[config.mk]
export PLATFORM = sky130hd
export DESIGN_NAME = i2c_master_cu
export DESIGN_NICKNAME = d
export VERILOG_FILES = /design/src/source/i2c_cu_pkg.sv /design/src/source/slot_timer.sv /design/src/source/xfer_budget.sv /design/src/source/i2c_phase_seq.sv /design/src/source/i2c_master_cu.sv
export VERILOG_INCLUDE_DIRS = /design/src /design/src/include
export SDC_FILE = /design/constraint.sdc
export NUM_CORES = 1
export LEC_CHECK = 0
export BUFFER_PORTS_ARGS = -buffer_cell sky130_fd_sc_hd__clkbuf_2
export CORE_ASPECT_RATIO = 1.75
export CORE_UTILIZATION = 55
export CTS_CLUSTER_SIZE = 8
export DETAILED_ROUTE_END_ITERATION = 7
export PLACE_DENSITY = 0.86
export SKIP_CTS_REPAIR_TIMING = 1
export SLEW_MARGIN = 10
export SYNTH_ARGS = -nofsm -noshare
export SYNTH_HDL_FRONTEND = slang
export SYNTH_HIERARCHICAL = 1
export SYNTH_SLANG_ARGS = --single-unit
[constraint.sdc]
create_clock -name clk -period 4.66 [get_ports clk]
set_input_delay 0.466 -clock clk [delete_from_list [all_inputs] [get_ports clk]]
set_output_delay 0.466 -clock clk [all_outputs]
set_load 0.05 [all_outputs]
[src/include/i2c_cu_settings.svh]
`ifndef I2C_CU_SETTINGS_SVH
`define I2C_CU_SETTINGS_SVH

// clock ticks spent on every bit of the bus.
`define I2C_PRESCALER 2

// bits in one address or data byte.
`define I2C_BYTE_BITS 8

// the tick counter has to hold I2C_PRESCALER * I2C_BYTE_BITS.
`define I2C_CNT_W 5

// width of the byte count that comes with a write command.
`define I2C_LEN_W 8

`endif

[src/source/i2c_cu_pkg.sv]
`default_nettype none

`include "i2c_cu_settings.svh"

package i2c_cu_pkg;

    // phases of one command, encoded as in the older controller.
    typedef enum logic [3:0] {
        ph_idle      = 4'd0,
        ph_start     = 4'd1,
        ph_dev_addr  = 4'd2,
        ph_dev_ack   = 4'd3,
        ph_reg_addr  = 4'd4,
        ph_reg_ack   = 4'd5,
        ph_rep_start = 4'd6,
        ph_read      = 4'd7,
        ph_read_ack  = 4'd8,
        ph_write     = 4'd9,
        ph_write_ack = 4'd10,
        ph_stop      = 4'd11,
        ph_error     = 4'd12
    } phase_e;

    // clock ticks inside one slot.
    typedef logic [`I2C_CNT_W-1:0] tick_t;

    // number of data bytes in a write command.
    typedef logic [`I2C_LEN_W-1:0] len_t;

endpackage

`default_nettype wire

[src/source/slot_timer.sv]
`default_nettype none

`include "i2c_cu_settings.svh"

module slot_timer
    import i2c_cu_pkg::*;
(
    input  wire logic   clk,
    input  wire logic   rst,
    input  wire phase_e phase_i,
    output tick_t       tick_o,
    output logic        byte_end_o,
    output logic        pair_end_o
);

    localparam tick_t BYTE_LAST = tick_t'(`I2C_PRESCALER * `I2C_BYTE_BITS);

    logic  byte_phase;
    logic  pair_phase;
    tick_t tick_next;

    // address and data slots run for a full byte, rep_start and stop for two ticks.
    assign byte_phase = (phase_i == ph_dev_addr) || (phase_i == ph_reg_addr)
                     || (phase_i == ph_write) || (phase_i == ph_read);
    assign pair_phase = (phase_i == ph_rep_start) || (phase_i == ph_stop);

    assign byte_end_o = (tick_o == BYTE_LAST);
    assign pair_end_o = (tick_o == tick_t'(1));

    // the count restarts at zero whenever a slot ends or the phase does not count.
    always_comb begin
        if (byte_phase && !byte_end_o) begin
            tick_next = tick_o + tick_t'(1);
        end else if (pair_phase && !pair_end_o) begin
            tick_next = tick_o + tick_t'(1);
        end else begin
            tick_next = '0;
        end
    end

    always_ff @(posedge clk) begin
        if (!rst) begin
            tick_o <= '0;
        end else begin
            tick_o <= tick_next;
        end
    end

    a_tick_in_slot: assert property (
        @(posedge clk) disable iff (!rst)
        tick_o <= BYTE_LAST
    ) else $error("slot_timer: tick count %0d passed the byte slot end", tick_o);

endmodule

`default_nettype wire

[src/source/xfer_budget.sv]
`default_nettype none

module xfer_budget
    import i2c_cu_pkg::*;
(
    input  wire logic   clk,
    input  wire logic   rst,
    input  wire phase_e phase_i,
    input  wire logic   valid_cmd_i,
    input  wire logic   rw_i,
    input  wire len_t   data_len_i,
    output logic        is_read_o,
    output logic        last_byte_o
);

    len_t bytes_left;
    logic accept;

    // a command is taken only while the controller sits in idle.
    assign accept = (phase_i == ph_idle) && valid_cmd_i;

    assign last_byte_o = (bytes_left == len_t'(1));

    always_ff @(posedge clk) begin
        if (!rst) begin
            is_read_o  <= 1'b0;
            bytes_left <= '0;
        end else if (accept) begin
            is_read_o  <= rw_i;
            bytes_left <= data_len_i;
        end else if (phase_i == ph_write_ack) begin
            // one byte is done each time its ACK slot comes by.
            bytes_left <= bytes_left - len_t'(1);
        end
    end

    a_write_len_nonzero: assert property (
        @(posedge clk) disable iff (!rst)
        accept && !rw_i |-> data_len_i != '0
    ) else $error("xfer_budget: write command accepted with zero length");

    // the count never runs out before the last write ACK.
    a_budget_left: assert property (
        @(posedge clk) disable iff (!rst)
        phase_i == ph_write |-> bytes_left != '0
    ) else $error("xfer_budget: write byte sent with no budget left");

endmodule

`default_nettype wire

[src/source/i2c_phase_seq.sv]
`default_nettype none

module i2c_phase_seq
    import i2c_cu_pkg::*;
(
    input  wire logic  clk,
    input  wire logic  rst,
    input  wire logic  valid_cmd_i,
    input  wire logic  ack_i,
    input  wire tick_t tick_i,
    input  wire logic  byte_end_i,
    input  wire logic  pair_end_i,
    input  wire logic  is_read_i,
    input  wire logic  last_byte_i,
    output phase_e     phase_o,
    output logic       start_bit_o,
    output logic       stop_bit_o,
    output logic       send_addr_o,
    output logic       send_data_o,
    output logic       read_ack_o,
    output logic       repeated_start_o,
    output logic       send_ack_o,
    output logic       read_data_o,
    output logic       sda_t_o,
    output logic       ack_o
);

    phase_e phase_next;
    logic   addr_pass;
    logic   first_tick;

    assign first_tick = (tick_i == '0);

    // addr_pass marks that the register address is out, so the second
    // device address of a read leads into the data byte.
    always_ff @(posedge clk) begin
        if (!rst) begin
            phase_o   <= ph_idle;
            addr_pass <= 1'b0;
        end else begin
            phase_o <= phase_next;
            if (phase_o == ph_idle) begin
                addr_pass <= 1'b0;
            end else if ((phase_o == ph_reg_addr) && byte_end_i) begin
                addr_pass <= 1'b1;
            end
        end
    end

    always_comb begin
        phase_next = phase_o;
        case (phase_o)
            ph_idle: begin
                if (valid_cmd_i) begin
                    phase_next = ph_start;
                end
            end
            ph_start: begin
                phase_next = ph_dev_addr;
            end
            ph_dev_addr: begin
                if (byte_end_i) begin
                    phase_next = ph_dev_ack;
                end
            end
            ph_dev_ack: begin
                if (ack_i) begin
                    phase_next = ph_error;
                end else if (addr_pass) begin
                    phase_next = ph_read;
                end else begin
                    phase_next = ph_reg_addr;
                end
            end
            ph_reg_addr: begin
                if (byte_end_i) begin
                    phase_next = ph_reg_ack;
                end
            end
            ph_reg_ack: begin
                if (ack_i) begin
                    phase_next = ph_error;
                end else if (is_read_i) begin
                    phase_next = ph_rep_start;
                end else begin
                    phase_next = ph_write;
                end
            end
            ph_rep_start: begin
                if (pair_end_i) begin
                    phase_next = ph_dev_addr;
                end
            end
            ph_read: begin
                if (byte_end_i) begin
                    phase_next = ph_read_ack;
                end
            end
            ph_read_ack: begin
                phase_next = ph_stop;
            end
            ph_write: begin
                if (byte_end_i) begin
                    phase_next = ph_write_ack;
                end
            end
            ph_write_ack: begin
                if (ack_i) begin
                    phase_next = ph_error;
                end else if (last_byte_i) begin
                    phase_next = ph_stop;
                end else begin
                    phase_next = ph_write;
                end
            end
            ph_stop: begin
                if (pair_end_i) begin
                    phase_next = ph_idle;
                end
            end
            default: begin
                phase_next = ph_idle;
            end
        endcase
    end

    // strobes depend only on the registered phase and tick.
    always_comb begin
        start_bit_o      = 1'b0;
        stop_bit_o       = 1'b0;
        send_addr_o      = 1'b0;
        send_data_o      = 1'b0;
        read_ack_o       = 1'b0;
        repeated_start_o = 1'b0;
        send_ack_o       = 1'b0;
        read_data_o      = 1'b0;
        sda_t_o          = 1'b0;
        ack_o            = 1'b1;
        case (phase_o)
            ph_start: begin
                start_bit_o = 1'b1;
            end
            ph_dev_addr, ph_reg_addr: begin
                send_addr_o = !byte_end_i;
                read_ack_o  = byte_end_i;
                sda_t_o     = (phase_o == ph_reg_addr) && first_tick;
            end
            ph_write: begin
                send_data_o = !byte_end_i;
                read_ack_o  = byte_end_i;
                sda_t_o     = first_tick;
            end
            ph_dev_ack, ph_reg_ack, ph_write_ack: begin
                sda_t_o = 1'b1;
            end
            ph_rep_start: begin
                repeated_start_o = first_tick;
                sda_t_o          = first_tick;
                start_bit_o      = pair_end_i;
            end
            ph_read: begin
                sda_t_o     = 1'b1;
                read_data_o = !byte_end_i;
                send_ack_o  = byte_end_i;
                ack_o       = !byte_end_i;
            end
            ph_read_ack: begin
                ack_o = 1'b0;
            end
            ph_stop: begin
                sda_t_o    = first_tick;
                stop_bit_o = pair_end_i;
            end
            default: begin
                ack_o = 1'b1;
            end
        endcase
    end

    a_start_stop_excl: assert property (
        @(posedge clk) disable iff (!rst)
        !(start_bit_o && stop_bit_o)
    ) else $error("i2c_phase_seq: start and stop strobes high together");

endmodule

`default_nettype wire

[src/source/i2c_master_cu.sv]
`default_nettype none

module i2c_master_cu
    import i2c_cu_pkg::*;
(
    input  wire logic clk,
    input  wire logic rst,
    input  wire logic valid_cmd_i,
    input  wire logic rw_i,
    input  wire logic ack_i,
    input  wire len_t data_len_i,
    output logic      start_bit_o,
    output logic      stop_bit_o,
    output logic      send_addr_o,
    output logic      send_data_o,
    output logic      read_ack_o,
    output logic      repeated_start_o,
    output logic      send_ack_o,
    output logic      read_data_o,
    output logic      sda_t_o,
    output logic      ack_o
);

    phase_e phase;
    tick_t  tick;
    logic   byte_end;
    logic   pair_end;
    logic   is_read;
    logic   last_byte;

    i2c_phase_seq u_i2c_phase_seq (
        .clk              (clk),
        .rst              (rst),
        .valid_cmd_i      (valid_cmd_i),
        .ack_i            (ack_i),
        .tick_i           (tick),
        .byte_end_i       (byte_end),
        .pair_end_i       (pair_end),
        .is_read_i        (is_read),
        .last_byte_i      (last_byte),
        .phase_o          (phase),
        .start_bit_o      (start_bit_o),
        .stop_bit_o       (stop_bit_o),
        .send_addr_o      (send_addr_o),
        .send_data_o      (send_data_o),
        .read_ack_o       (read_ack_o),
        .repeated_start_o (repeated_start_o),
        .send_ack_o       (send_ack_o),
        .read_data_o      (read_data_o),
        .sda_t_o          (sda_t_o),
        .ack_o            (ack_o)
    );

    slot_timer u_slot_timer (
        .clk        (clk),
        .rst        (rst),
        .phase_i    (phase),
        .tick_o     (tick),
        .byte_end_o (byte_end),
        .pair_end_o (pair_end)
    );

    xfer_budget u_xfer_budget (
        .clk         (clk),
        .rst         (rst),
        .phase_i     (phase),
        .valid_cmd_i (valid_cmd_i),
        .rw_i        (rw_i),
        .data_len_i  (data_len_i),
        .is_read_o   (is_read),
        .last_byte_o (last_byte)
    );

endmodule

`default_nettype wire

Word-level counts from Yosys, hierarchy flattened --
Index checks and enable logic that the tools add are counted.
Word-level totals: logic and storage cells 77, register bits 19, output and inout bits 10
Operators by class: eq/ne operators 21, reductions and logical operators 20, add/subtract/negate cells 2, bitwise logic cells 1, multiplexer cells 28
Operators with widths (count):
- 4-bit case mux with 12 select lines | 1
- 4-bit 2-to-1 mux | 11
- 4-bit by 3-bit equality test with 1-bit output (second input constant) | 4
- 4-bit equality test (second input constant) | 4
- 8-bit 2-to-1 mux | 2
- 2-bit by 1-bit inequality test with 1-bit output (second input constant) | 6
- 5-bit 2-to-1 mux | 2
- 4-bit by 2-bit equality test with 1-bit output (second input constant) | 2
- 8-bit by 1-bit equality test with 1-bit output (second input constant) | 1
- 8-bit by 1-bit subtractor with 8-bit output (second input constant) | 1
- 1-bit 2-to-1 mux | 7
- 7-bit AND reduction | 1
- 3-bit OR reduction | 2
- 5-bit by 1-bit adder with 5-bit output (second input constant) | 1
- 5-bit by 1-bit equality test with 1-bit output (second input constant) | 1
- 5-bit equality test (second input constant) | 1
- 1-bit logical AND | 5
- 5-bit zero test | 1
- 4-bit by 1-bit equality test with 1-bit output (second input constant) | 1
- 4-bit zero test | 1
- 1-bit logical OR | 4
- 2-bit 2-to-1 mux | 2
- 1-bit case mux with 2 select lines | 2
- 2-bit OR reduction | 2
- other kinds (6) | 7

Depth between registers and ports, before layout --
Gate-level depths: netlist of the first run.
depth in word-level cells 6, depth in mapped cells 9, mapped depth without buffers 9

By module --
The synthesis of the first run kept the hierarchy.
Modules (own cells, without submodules):
- i2c_phase_seq | cells an instance 87, instances 1, area an instance 604.3 sq um, sequential area each 100.1 sq um
- xfer_budget | cells an instance 56, instances 1, area an instance 506.7 sq um, sequential area each 180.2 sq um
- slot_timer | cells an instance 34, instances 1, area an instance 317.8 sq um, sequential area each 100.1 sq um

Least setup slack after synthesis of the first run --
Ideal clock, no wire load.
path kind flip-flop to output port, start register u_i2c_phase_seq.phase_o[2], end output port ack_o, arrival 2.570 ns, cell stages (with the launch flop) 5, slack 1.624 ns, cells stage by stage dfxtp_1 > buf_2 > nand2b_1 > nor3_1 > nor2_1
Between the ends: cells in the longest elaborated chain, start to end 2, elaborated cells between the ends (all ways) 3, those cells by class eq/ne (2); mux (1)
Ends and longest elaborated chain:
- from (decl) | line i2c_phase_seq.sv:15 | output phase_e phase_o,
- from (signal assigned) | line i2c_phase_seq.sv:38 | phase_o <= ph_idle;
- from (signal assigned) | line i2c_phase_seq.sv:41 | phase_o <= phase_next;
- 4-bit equality test or 4-bit by 3-bit equality test with 1-bit output (tied branches) | line i2c_phase_seq.sv:139 | case (phase_o)
- 1-bit case mux with 2 select lines * | line i2c_phase_seq.sv:139
- to (decl) | line i2c_master_cu.sv:21 | output logic ack_o
Every way passes the cells marked *; elsewhere a longest branch is shown, timed or not.

Worst setup path after layout of the first run --
start register u_i2c_phase_seq.phase_o[2], end output port sda_t_o
Between the ends: cells in the longest elaborated chain, start to end 3, elaborated cells between the ends (all ways) 14, those cells by class eq/ne (9); mux (1); reduce/logical (4)
Ends and longest elaborated chain:
- 4-bit by 2-bit equality test with 1-bit output (tied with other cells) | line i2c_phase_seq.sv:139
- 4-bit OR reduction (no line) (tied with other cells)
- 1-bit case mux with 3 select lines * | line i2c_phase_seq.sv:139
- to (decl) | line i2c_master_cu.sv:20 | output logic sda_t_o,
Marked as above.

==> results of run 1 <==
flip-flops by register name, indices dropped and copies added (netlist names):
register,count
u_xfer_budget/bytes_left,8
u_i2c_phase_seq/addr_pass,1
u_i2c_phase_seq/phase_o,4
u_slot_timer/tick_o,5
u_xfer_budget/is_read_o,1
through the flow:
stage / instance area, µm² / utilization / hold slack, ps
finish: 1570 / 0.637 / 482
CTS: 1570 / 0.637 / 483
detailed placement: 1520 / 0.618 / 508
floorplan: 1430 / - / 456
global route: 1570 / 0.637 / 493
global placement: 1520 / 0.618 / 471
where the power goes:
part | switching, W | internal (W) | leakage, nW
Sequential | 0.0000822 | 0.000198 | 0.155
Clock | 0.0000511 | 0.0000592 | 0.0255
Combinational | 0.000196 | 0.000143 | 0.436
final timing paths:
check | start | endpoint | slack [ps] | cells after the start
worst max-delay path | u_i2c_phase_seq/phase_o[2] | sda_t_o | 2130 | 4
worst min register to register | u_slot_timer/tick_o[0] | u_slot_timer/tick_o[0] | 510 | 1
worst max register to register | u_i2c_phase_seq/phase_o[1] | u_xfer_budget/bytes_left[4] | 2410 | 4
worst min-delay path | rw_i | u_xfer_budget/is_read_o | 480 | 3
cell type report:
type                       instances  area share
multi-input combinational        141       0.618
clock inverter                     1     0.00319
tap                               26      0.0208
clock buffer                       3      0.0263
inverter                           8      0.0192
sequential                        19       0.243
timing repair buffer              22      0.0702
layout by cell type, fill, tap and decap left out, drive strengths merged, types with 3 or more instances in the layout:
cell / instances
nand2b: 7
nor3b: 3
nor2b: 5
o21a: 3
a21oi: 10
nor2: 15
nand2: 10
o21ai: 10
inv: 8
nor4: 4
ha: 5
nor3: 11
nand3: 7
dfxtp: 19
clkbuf: 25
xnor2: 9
nor4b: 3
xor2: 3
critical path, stage by stage, from the launching register on:
cell and delay, ps:
dfxtp_1 770, nand2b_1 320, o21ai_0 110, a221o_1 380, clkbuf_2 240
kinds of logic (layout without fill, tap and decap cells):
family	Yosys count	in the layout
flops	19	19
fa+ha+maj	6	6
compound gates	39	39
buf+inv	17	34
mux	4	4
simple gates	80	80
xor+xnor	12	12
per-layer routing:
layer  part of all wire  wire length, µm  GRT usage
met1               0.40             1270      0.275
met2               0.55             1740      0.430
met3              0.044              140     0.0353
met4             0.0060               19     0.0593
met5                  0                0          0
==> results.md, run 1 <==
- Synthesis-to-finish area growth: 9.72%
- # port buffers: 22
- CP startpoint kind: flip-flop
- Iter 0 DRT Violations: 37
- Antenna Cells: 0
- Main synth FF type: dfxtp_1
- Number of flops mapped to enable cells by yosys: 0
- Root Driver: clkbuf_8
- Crit path time final: 2530 ps
- Placer Congestion: 0.868
- Worst Max-Slew Pin Slew: 848 ps
- Adder-cell share of the synthesized area: 0.0508
- Core ar.: 2460 µm²
- Full die area: 2810 µm²
- Cell Pwr Density: 465 nW/µm²
- Post-route setup slack: 2130 ps
- First-pass GRT wire length: 5.05 mm
- Mux cell area share after synthesis: 0.0298
- Part of the Yosys area used for sequential elements: 0.266
- Setup_tns: 0 ps
- Reg area: 380 µm²
- Starting Density: 0.580
- Crit share post-route: 0.542
- Global-route usage over all layers: 0.241
- Largest family of logic cells by synthesized area: simple AND/OR/NAND/NOR gates
- Element type at the critical path end: output port
- GRT overflow: 0
- Via Count: 1346
- DR pass1 iterations: 4
- Die Wd: 40.5 µm
- Post-synth net total: 195
- Die Span Y: 69.4 µm
- Post-Synth Simple-Gate Area: 0.339
- # DRC: 0
- H-tree levels: 1
- Max-cap violations: 0
- Detailed placement HPWL: 2.25 mm
- Synth Area in Compound Gates: 0.185
- Dpl ws: 2430 ps
- Synth area leader: dfxtp_1
- Inst Count DP: 216
- Worst-path fanout max: 22
- Area of the mapped netlist: 1430 µm²
- Vias in the first global route: 1207
- Post-route non-filler standard cell count: 220
- Largest net degree at the start of global routing: 27
- Clock Skew: 1.31 ps
- Critical Setup Path Class: flip-flop to output port
- CTS tree: yes
- LEAKAGE: 0.616 nW
- Clock sink count: 19
- Hold WC Path Type: primary input to flip-flop
- Longest Clk Path Bufs: 2
- Worst Path Required: 4190 ps
- # rows: 24
- Yosys cell types: 54
- Most instantiated cells after synthesis: 19 x dfxtp_1, 15 x nor2_1, 11 x nor3_1
- # IOs: 23
- Fraction of registers with async set/reset: 0
- Slew Viols, Final: 0
- Largest cells by area after synthesis: dfxtp_1 27%, xnor2_1 5.5%, ha_1 4.4%
- Synthesized area per cell: 8.07 µm²
- Share of cells above drive strength 1: 0.201
- RSZ-0062 raised after global routing: false
- Peak VDD IR: 0.309 mV
- Cts bufs inserted: 3
- Arrival time worst endpoint: 2060 ps
- Status: complete, no violations
- Xor/xnor share of the synthesized area: 0.0736
- Final hold vios: 0
- Fmax: 396 MHz
- Multi-input gate area: 968 µm²
- Vias per cell: 6.12
- Post-synth top area share: 0.266
- Endpoints failing setup: 0
- Fillers: 215
- Post-Synthesis Cells: 177
- Initial antenna violation count: 0
- Top-count cell post-synth: dfxtp_1
- DRT Wirelength: 3.18 mm
- Nets: 213
- Avg WL per Cell: 14.4 µm
- Clock latency on the worst-skew pair: 250 ps
- Clk pin slew, worst setup/hold paths: 70 ps
- YS warnings: 6
- Max-slew headroom: 0.434
- Power Total: 0.000729 W
- Flops & latches, synth: 19
- Post-DRT Antenna Nets: 0
(Power assumes the default switching activity.)
==> run 2, diff against run 1 <==
- CORE_UTILIZATION: 55 -> 50
- PLACE_DENSITY: 0.86 -> 0.83
- clock period: 4.66 -> 2.03 ns (I/O delays scaled with it)
==> results.md, run 2 (synthesis gave the netlist of run 1 again) <==
- CP top delay family: simple AND/OR/NAND/NOR gates
- Inst Count DP: 227 (+5.1%)
- Share of cells above drive strength 1: 0.283 (+0.0819)
- First-pass GRT wire length: 5.67 mm (+12%)
- LEAKAGE: 0.693 nW (+12%)
- Cts bufs inserted: 3 (unchanged)
- Final hold vios: 0 (unchanged)
- Hold WC Path Type: primary input to flip-flop
- Antenna Cells: 0 (unchanged)
- Critical Setup Path Class: flip-flop to flip-flop
- Full die area: 3080 µm² (+9.6%)
- Reg2reg setup slack: 70 ps (-2340 ps)
- HP Start: rw_i
- RR Endpoint: u_i2c_phase_seq/phase_o[1]
- Max FFs per register: 8 (unchanged)
- Most frequent cells in the layout: 18 x clkbuf_2, 16 x dfxtp_1, 15 x nor2_1
- Hold Path Depth: 3 (unchanged)
- Clock latency on the worst-skew pair: 260 ps (about the same)
- Nets: 224 (+5.2%)
- Clk pin slew, worst setup/hold paths: 70 ps (about the same)
- Largest net degree at the start of global routing: 17 (-37%)
- Power share of the clock group: 0.147 (-0.004)
- Post-route non-filler standard cell count: 232 (+5.5%)
- Reg-to-Reg Start: u_xfer_budget/bytes_left[2]
- # DRC: 0 (unchanged)
- H-tree levels: 1 (unchanged)
- Internal: 0.000999 W (+150%)
- Switch Pwr: 0.000787 W (+140%)
- Worst path cell trace: or4_4 > nor4b_4 > nand2b_1 > a21o_1 > a211oi_1 > o21bai_1 > a21boi_1
- Cell Pwr Density: 1040 nW/µm² (+120%)
- Clock Skew: 6.95 ps (+5.64 ps)
- # port buffers: 22 (unchanged)
- Max incr delay on CP: 590 ps (-180 ps)
- Detailed placement HPWL: 2.54 mm (+13%)
- Worst Max-Slew Pin Slew: 393 ps (-454 ps)
- Status: complete, no violations
- Crit share post-route: 0.965
- Worst Path Required: 2220 ps (-1970 ps)
- Starting Density: 0.525 (-0.0552)
- CTS tree: yes
- Sequential share of power: 0.326 (-0.058)
- Worst-path fanout max: 5 (-77%)
- Placer Congestion: 0.818 (-5.8%)
- Vias per cell: 5.92 (-3.3%)
- Setup crit start: u_xfer_budget/bytes_left[2]
- Iter 0 DRT Violations: 21 (-43%)
- Commonest non-fill, non-tap cell in the layout: clkbuf_2
- Switching Share: 0.441 (-0.0112)
- Post-layout instance area: 1710 µm² (+9.2%)
- Fillers: 248 (+15%)
- # IOs: 23 (unchanged)
- GRT overflow: 0 (unchanged)
- Worst hold endpoint: u_xfer_budget/is_read_o
- RSZ-0062 raised after global routing: false
- Synthesis-to-finish area growth: 19.8%
- Regs by FF count: u_xfer_budget/bytes_left x8, u_slot_timer/tick_o x5, u_i2c_phase_seq/phase_o x4
- Max-cap violations: 0 (unchanged)
- Longest Clk Path Bufs: 2 (unchanged)
- Arrival time worst endpoint: 2150 ps (+90 ps)
- Die Span Y: 72.7 µm (+4.7%)
- Cell depth of the worst flop-to-flop path: 7 (+3)
- Setup_tns: 0 ps (unchanged)
- Root Driver: clkbuf_8
- Max-slew headroom: 0.735 (+0.301)
- Post-DRT Antenna Nets: 0 (unchanged)
- # rows: 25 (+4.2%)
- Peak VDD IR: 0.657 mV (+110%)
- Slew Viols, Final: 0 (unchanged)
- Avg WL per Cell: 14.5 µm (+0.71%)
- Clock sink count: 19 (unchanged)
- Multi-input gate area: 1020 µm² (+4.9%)
- WP buf/inv: 0 (-1)
- Initial antenna violation count: 0 (unchanged)
- DRT Wirelength: 3.37 mm (+6.2%)
- Fmax: 511 MHz
- Die Wd: 42.4 µm (+4.6%)
- Via Count: 1373 (+2.0%)
- Reg area: 384 µm² (+0.99%)
- Comb pwr share: 0.527 (+0.062)
- Most flop-heavy register: u_xfer_budget/bytes_left
- CP startpoint kind: flip-flop
- Critical path's slowest cell: or4_4
- Hold slack: 210 ps (-271 ps)
- Vias in the first global route: 1277 (+5.8%)
- Core Util, Final: 0.629 (-0.00772)
- Post-DP Area: 1620 µm² (+6.4%)
- Global-route usage over all layers: 0.234 (-0.00702)
- DR pass1 iterations: 4 (unchanged)
- Crit path time final: 1960 ps
- Core ar.: 2720 µm² (+11%)
- Element type at the critical path end: flip-flop
- Endpoints failing setup: 0 (unchanged)
-- run 2: power groups by stage --
| stage | registers [W] | logic [W] | clock network (W) |
|---|---|---|---|
| after global routing | 0.000600 | 0.00103 | 0.000280 |
| after floorplan | 0.000544 | 0.000727 | 0 |
| after global placement | 0.000573 | 0.000876 | 0 |
| after detailed placement | 0.000578 | 0.000897 | 0 |
| final | 0.000582 | 0.000942 | 0.000262 |
| after CTS | 0.000570 | 0.000902 | 0.000269 |
-- run 2: per-layer routing --
layer | track usage | share of wire | vias up
met5 | 0 | 0 | -
met1 | 0.263 | 0.40 | 643
li1 | - | - | 690
met3 | 0.0248 | 0.032 | 6
met2 | 0.443 | 0.55 | 34
met4 | 0.0868 | 0.017 | 0
-- run 2: layout make-up --
| class | instances | share of cell area |
|---|---|---|
| timing repair buffer | 33 | 0.118 |
| sequential | 19 | 0.224 |
| tap | 27 | 0.0197 |
| inverter | 8 | 0.0175 |
| multi-input combinational | 141 | 0.594 |
| clock buffer | 4 | 0.0263 |
-- run 2: worst min-delay path, stage by stage --
cell and delay, ps:
clkbuf_2 70, mux2i_1 50, nor2b_1 100
-- run 2: how the worst max path moves through the flow --
stage	endpoint	slack (ps)	cells past startpoint
floorplan	repeated_start_o	-140	4
global placement	u_i2c_phase_seq/phase_o[1]	110	7
detailed placement	u_i2c_phase_seq/phase_o[1]	40	7
CTS	sda_t_o	-90	4
global route	u_i2c_phase_seq/phase_o[1]	4	7
finish	u_i2c_phase_seq/phase_o[1]	70	7
-- run 2: per-stage QoR --
stage,total power (W),setup WS (ps)
floorplan,0.00127,-143
global placement,0.00145,106
detailed placement,0.00147,39.4
CTS,0.00174,-85.5
global route,0.00191,3.85
finish,0.00179,71.5
==> run 3, diff against run 2 <==
- RECOVER_POWER: unset -> 25
==> results.md, run 3 (synthesis gave the netlist of run 1 again) <==
- H-tree levels: 1 (unchanged)
- # DRC: 0 (unchanged)
- GRT overflow: 0 (unchanged)
- Inst Count DP: 227 (unchanged)
- Endpoints failing setup: 0 (unchanged)
- Reg-to-Reg Start: u_xfer_budget/bytes_left[2]
- Antenna Cells: 0 (unchanged)
- LEAKAGE: 0.689 nW (-0.62%)
- Starting Density: 0.525 (unchanged)
- Hold WC Path Type: primary input to flip-flop
- Vias in the first global route: 1277 (unchanged)
- Fillers: 249 (+0.40%)
- Max-slew headroom: 0.735 (unchanged)
- Metal2 WL: 1.84 mm (about the same)
- Worst Path Required: 2220 ps (about the same)
- Post-route non-filler standard cell count: 232 (unchanged)
- Die Span Y: 72.7 µm (unchanged)
- Placer Congestion: 0.818 (unchanged)
- Max-cap violations: 0 (unchanged)
- Slew Viols, Final: 0 (unchanged)
- Clk pin slew, worst setup/hold paths: 70 ps (about the same)
- Element type at the critical path end: flip-flop
- # rows: 25 (unchanged)
- # port buffers: 22 (unchanged)
- Critical Setup Path Class: flip-flop to flip-flop
- Cts bufs inserted: 3 (unchanged)
- Die Wd: 42.4 µm (unchanged)
- Nets: 224 (unchanged)
- Metal-1 WL: 1.37 mm (+0.15%)
- Cell Pwr Density: 1040 nW/µm² (-0.17%)
- Multi-input gate area: 1020 µm² (unchanged)
- Max FFs per register: 8 (unchanged)
- Final hold vios: 0 (unchanged)
- Peak VDD IR: 0.657 mV (about the same)
- Commonest non-fill, non-tap cell in the layout: clkbuf_2
- Full die area: 3080 µm² (unchanged)
- Core ar.: 2720 µm² (unchanged)
- Most frequent cells in the layout: 18 x clkbuf_2, 16 x dfxtp_1, 15 x nor2_1
- Crit path time final: 1960 ps (+0.00110 ps)
- Initial antenna violation count: 0 (unchanged)
- Crit share post-route: 0.965 (about the same)
- WL met3: 108 µm (unchanged)
- Arrival time worst endpoint: 2150 ps (about the same)
- Most flop-heavy register: u_xfer_budget/bytes_left
- HP Start: rw_i
- Root Driver: clkbuf_8
- Detailed placement HPWL: 2.54 mm (unchanged)
- Reg area: 384 µm² (unchanged)
- CTS tree: yes
- CP startpoint kind: flip-flop
- Clock Skew: 6.95 ps (unchanged)
- Worst-path fanout max: 5 (unchanged)
- DR pass1 iterations: 4 (unchanged)
- Via Count: 1374 (+0.073%)
- # IOs: 23 (unchanged)
- Setup crit start: u_xfer_budget/bytes_left[2]
- Status: complete, no violations
- Setup_tns: 0 ps (unchanged)
- Highest metal used: met4
- Regs by FF count: u_xfer_budget/bytes_left x8, u_slot_timer/tick_o x5, u_i2c_phase_seq/phase_o x4
- Clock latency on the worst-skew pair: 260 ps (about the same)
- Synthesis-to-finish area growth: 19.5%
- Clock sink count: 19 (unchanged)
- Fmax: 511 MHz (unchanged)
- DRT Wirelength: 3.38 mm (about the same)
- RSZ-0062 raised after global routing: false
- Longest Clk Path Bufs: 2 (unchanged)
- Vias per cell: 5.92 (about the same)
- Worst Max-Slew Pin Slew: 393 ps (+0.000238 ps)
- Share of cells above drive strength 1: 0.278 (-0.00488)
- Iter 0 DRT Violations: 20 (-4.8%)
- Avg WL per Cell: 14.6 µm (about the same)
- Global-route usage over all layers: 0.234 (unchanged)
- Core Util, Final: 0.628 (-0.00138)
- First-pass GRT wire length: 5.67 mm (unchanged)
- Post-DRT Antenna Nets: 0 (unchanged)
- Largest net degree at the start of global routing: 17 (unchanged)
-- run 3: path summary, 6_finish.rpt --
kind | to | slack, ps | cells past startpoint
min reg2reg | u_slot_timer/tick_o[0] | 480 | 1
max reg2reg | u_i2c_phase_seq/phase_o[1] | 70 | 7
max | u_i2c_phase_seq/phase_o[1] | 70 | 7
min | u_xfer_budget/is_read_o | 210 | 3
-- run 3: metal layers --
metal,vias to the layer above,track usage
li1,690,-
met1,644,0.263
met2,34,0.443
met3,6,0.0248
met4,0,0.0868
met5,-,0
-- run 3: power by group --
part           internal [W]  total, W  switching (W)
clock network      0.000140  0.000262       0.000123
registers          0.000457  0.000582       0.000125
logic              0.000396  0.000935       0.000539
-- run 3: worst max-delay path, cell delays in order (launching register included) --
cell,delay [ps]
dfxtp_1,340
or4_4,590
nor4b_4,260
nand2b_1,80
a21o_1,170
a211oi_1,240
o21bai_1,90
a21boi_1,130
-- run 3: metrics by stage --
stage / hold WS [ps] / power, W / instance area, µm² / setup WS, ps
3_3_place_gp: 464 / 0.00145 / 1620 / 106
2_1_floorplan: 320 / 0.00127 / 1450 / -143
6_report: 210 / 0.00178 / 1710 / 71.5
5_1_grt: 217 / 0.00190 / 1710 / 3.85
3_5_place_dp: 485 / 0.00147 / 1620 / 39.4
4_1_cts: 218 / 0.00174 / 1660 / -85.5
-- run 3: final cells by class --
class,count,area share
sequential,19,0.225
timing repair buffer,33,0.116
clock buffer,4,0.0264
inverter,8,0.0176
tap,27,0.0198
multi-input combinational,141,0.595
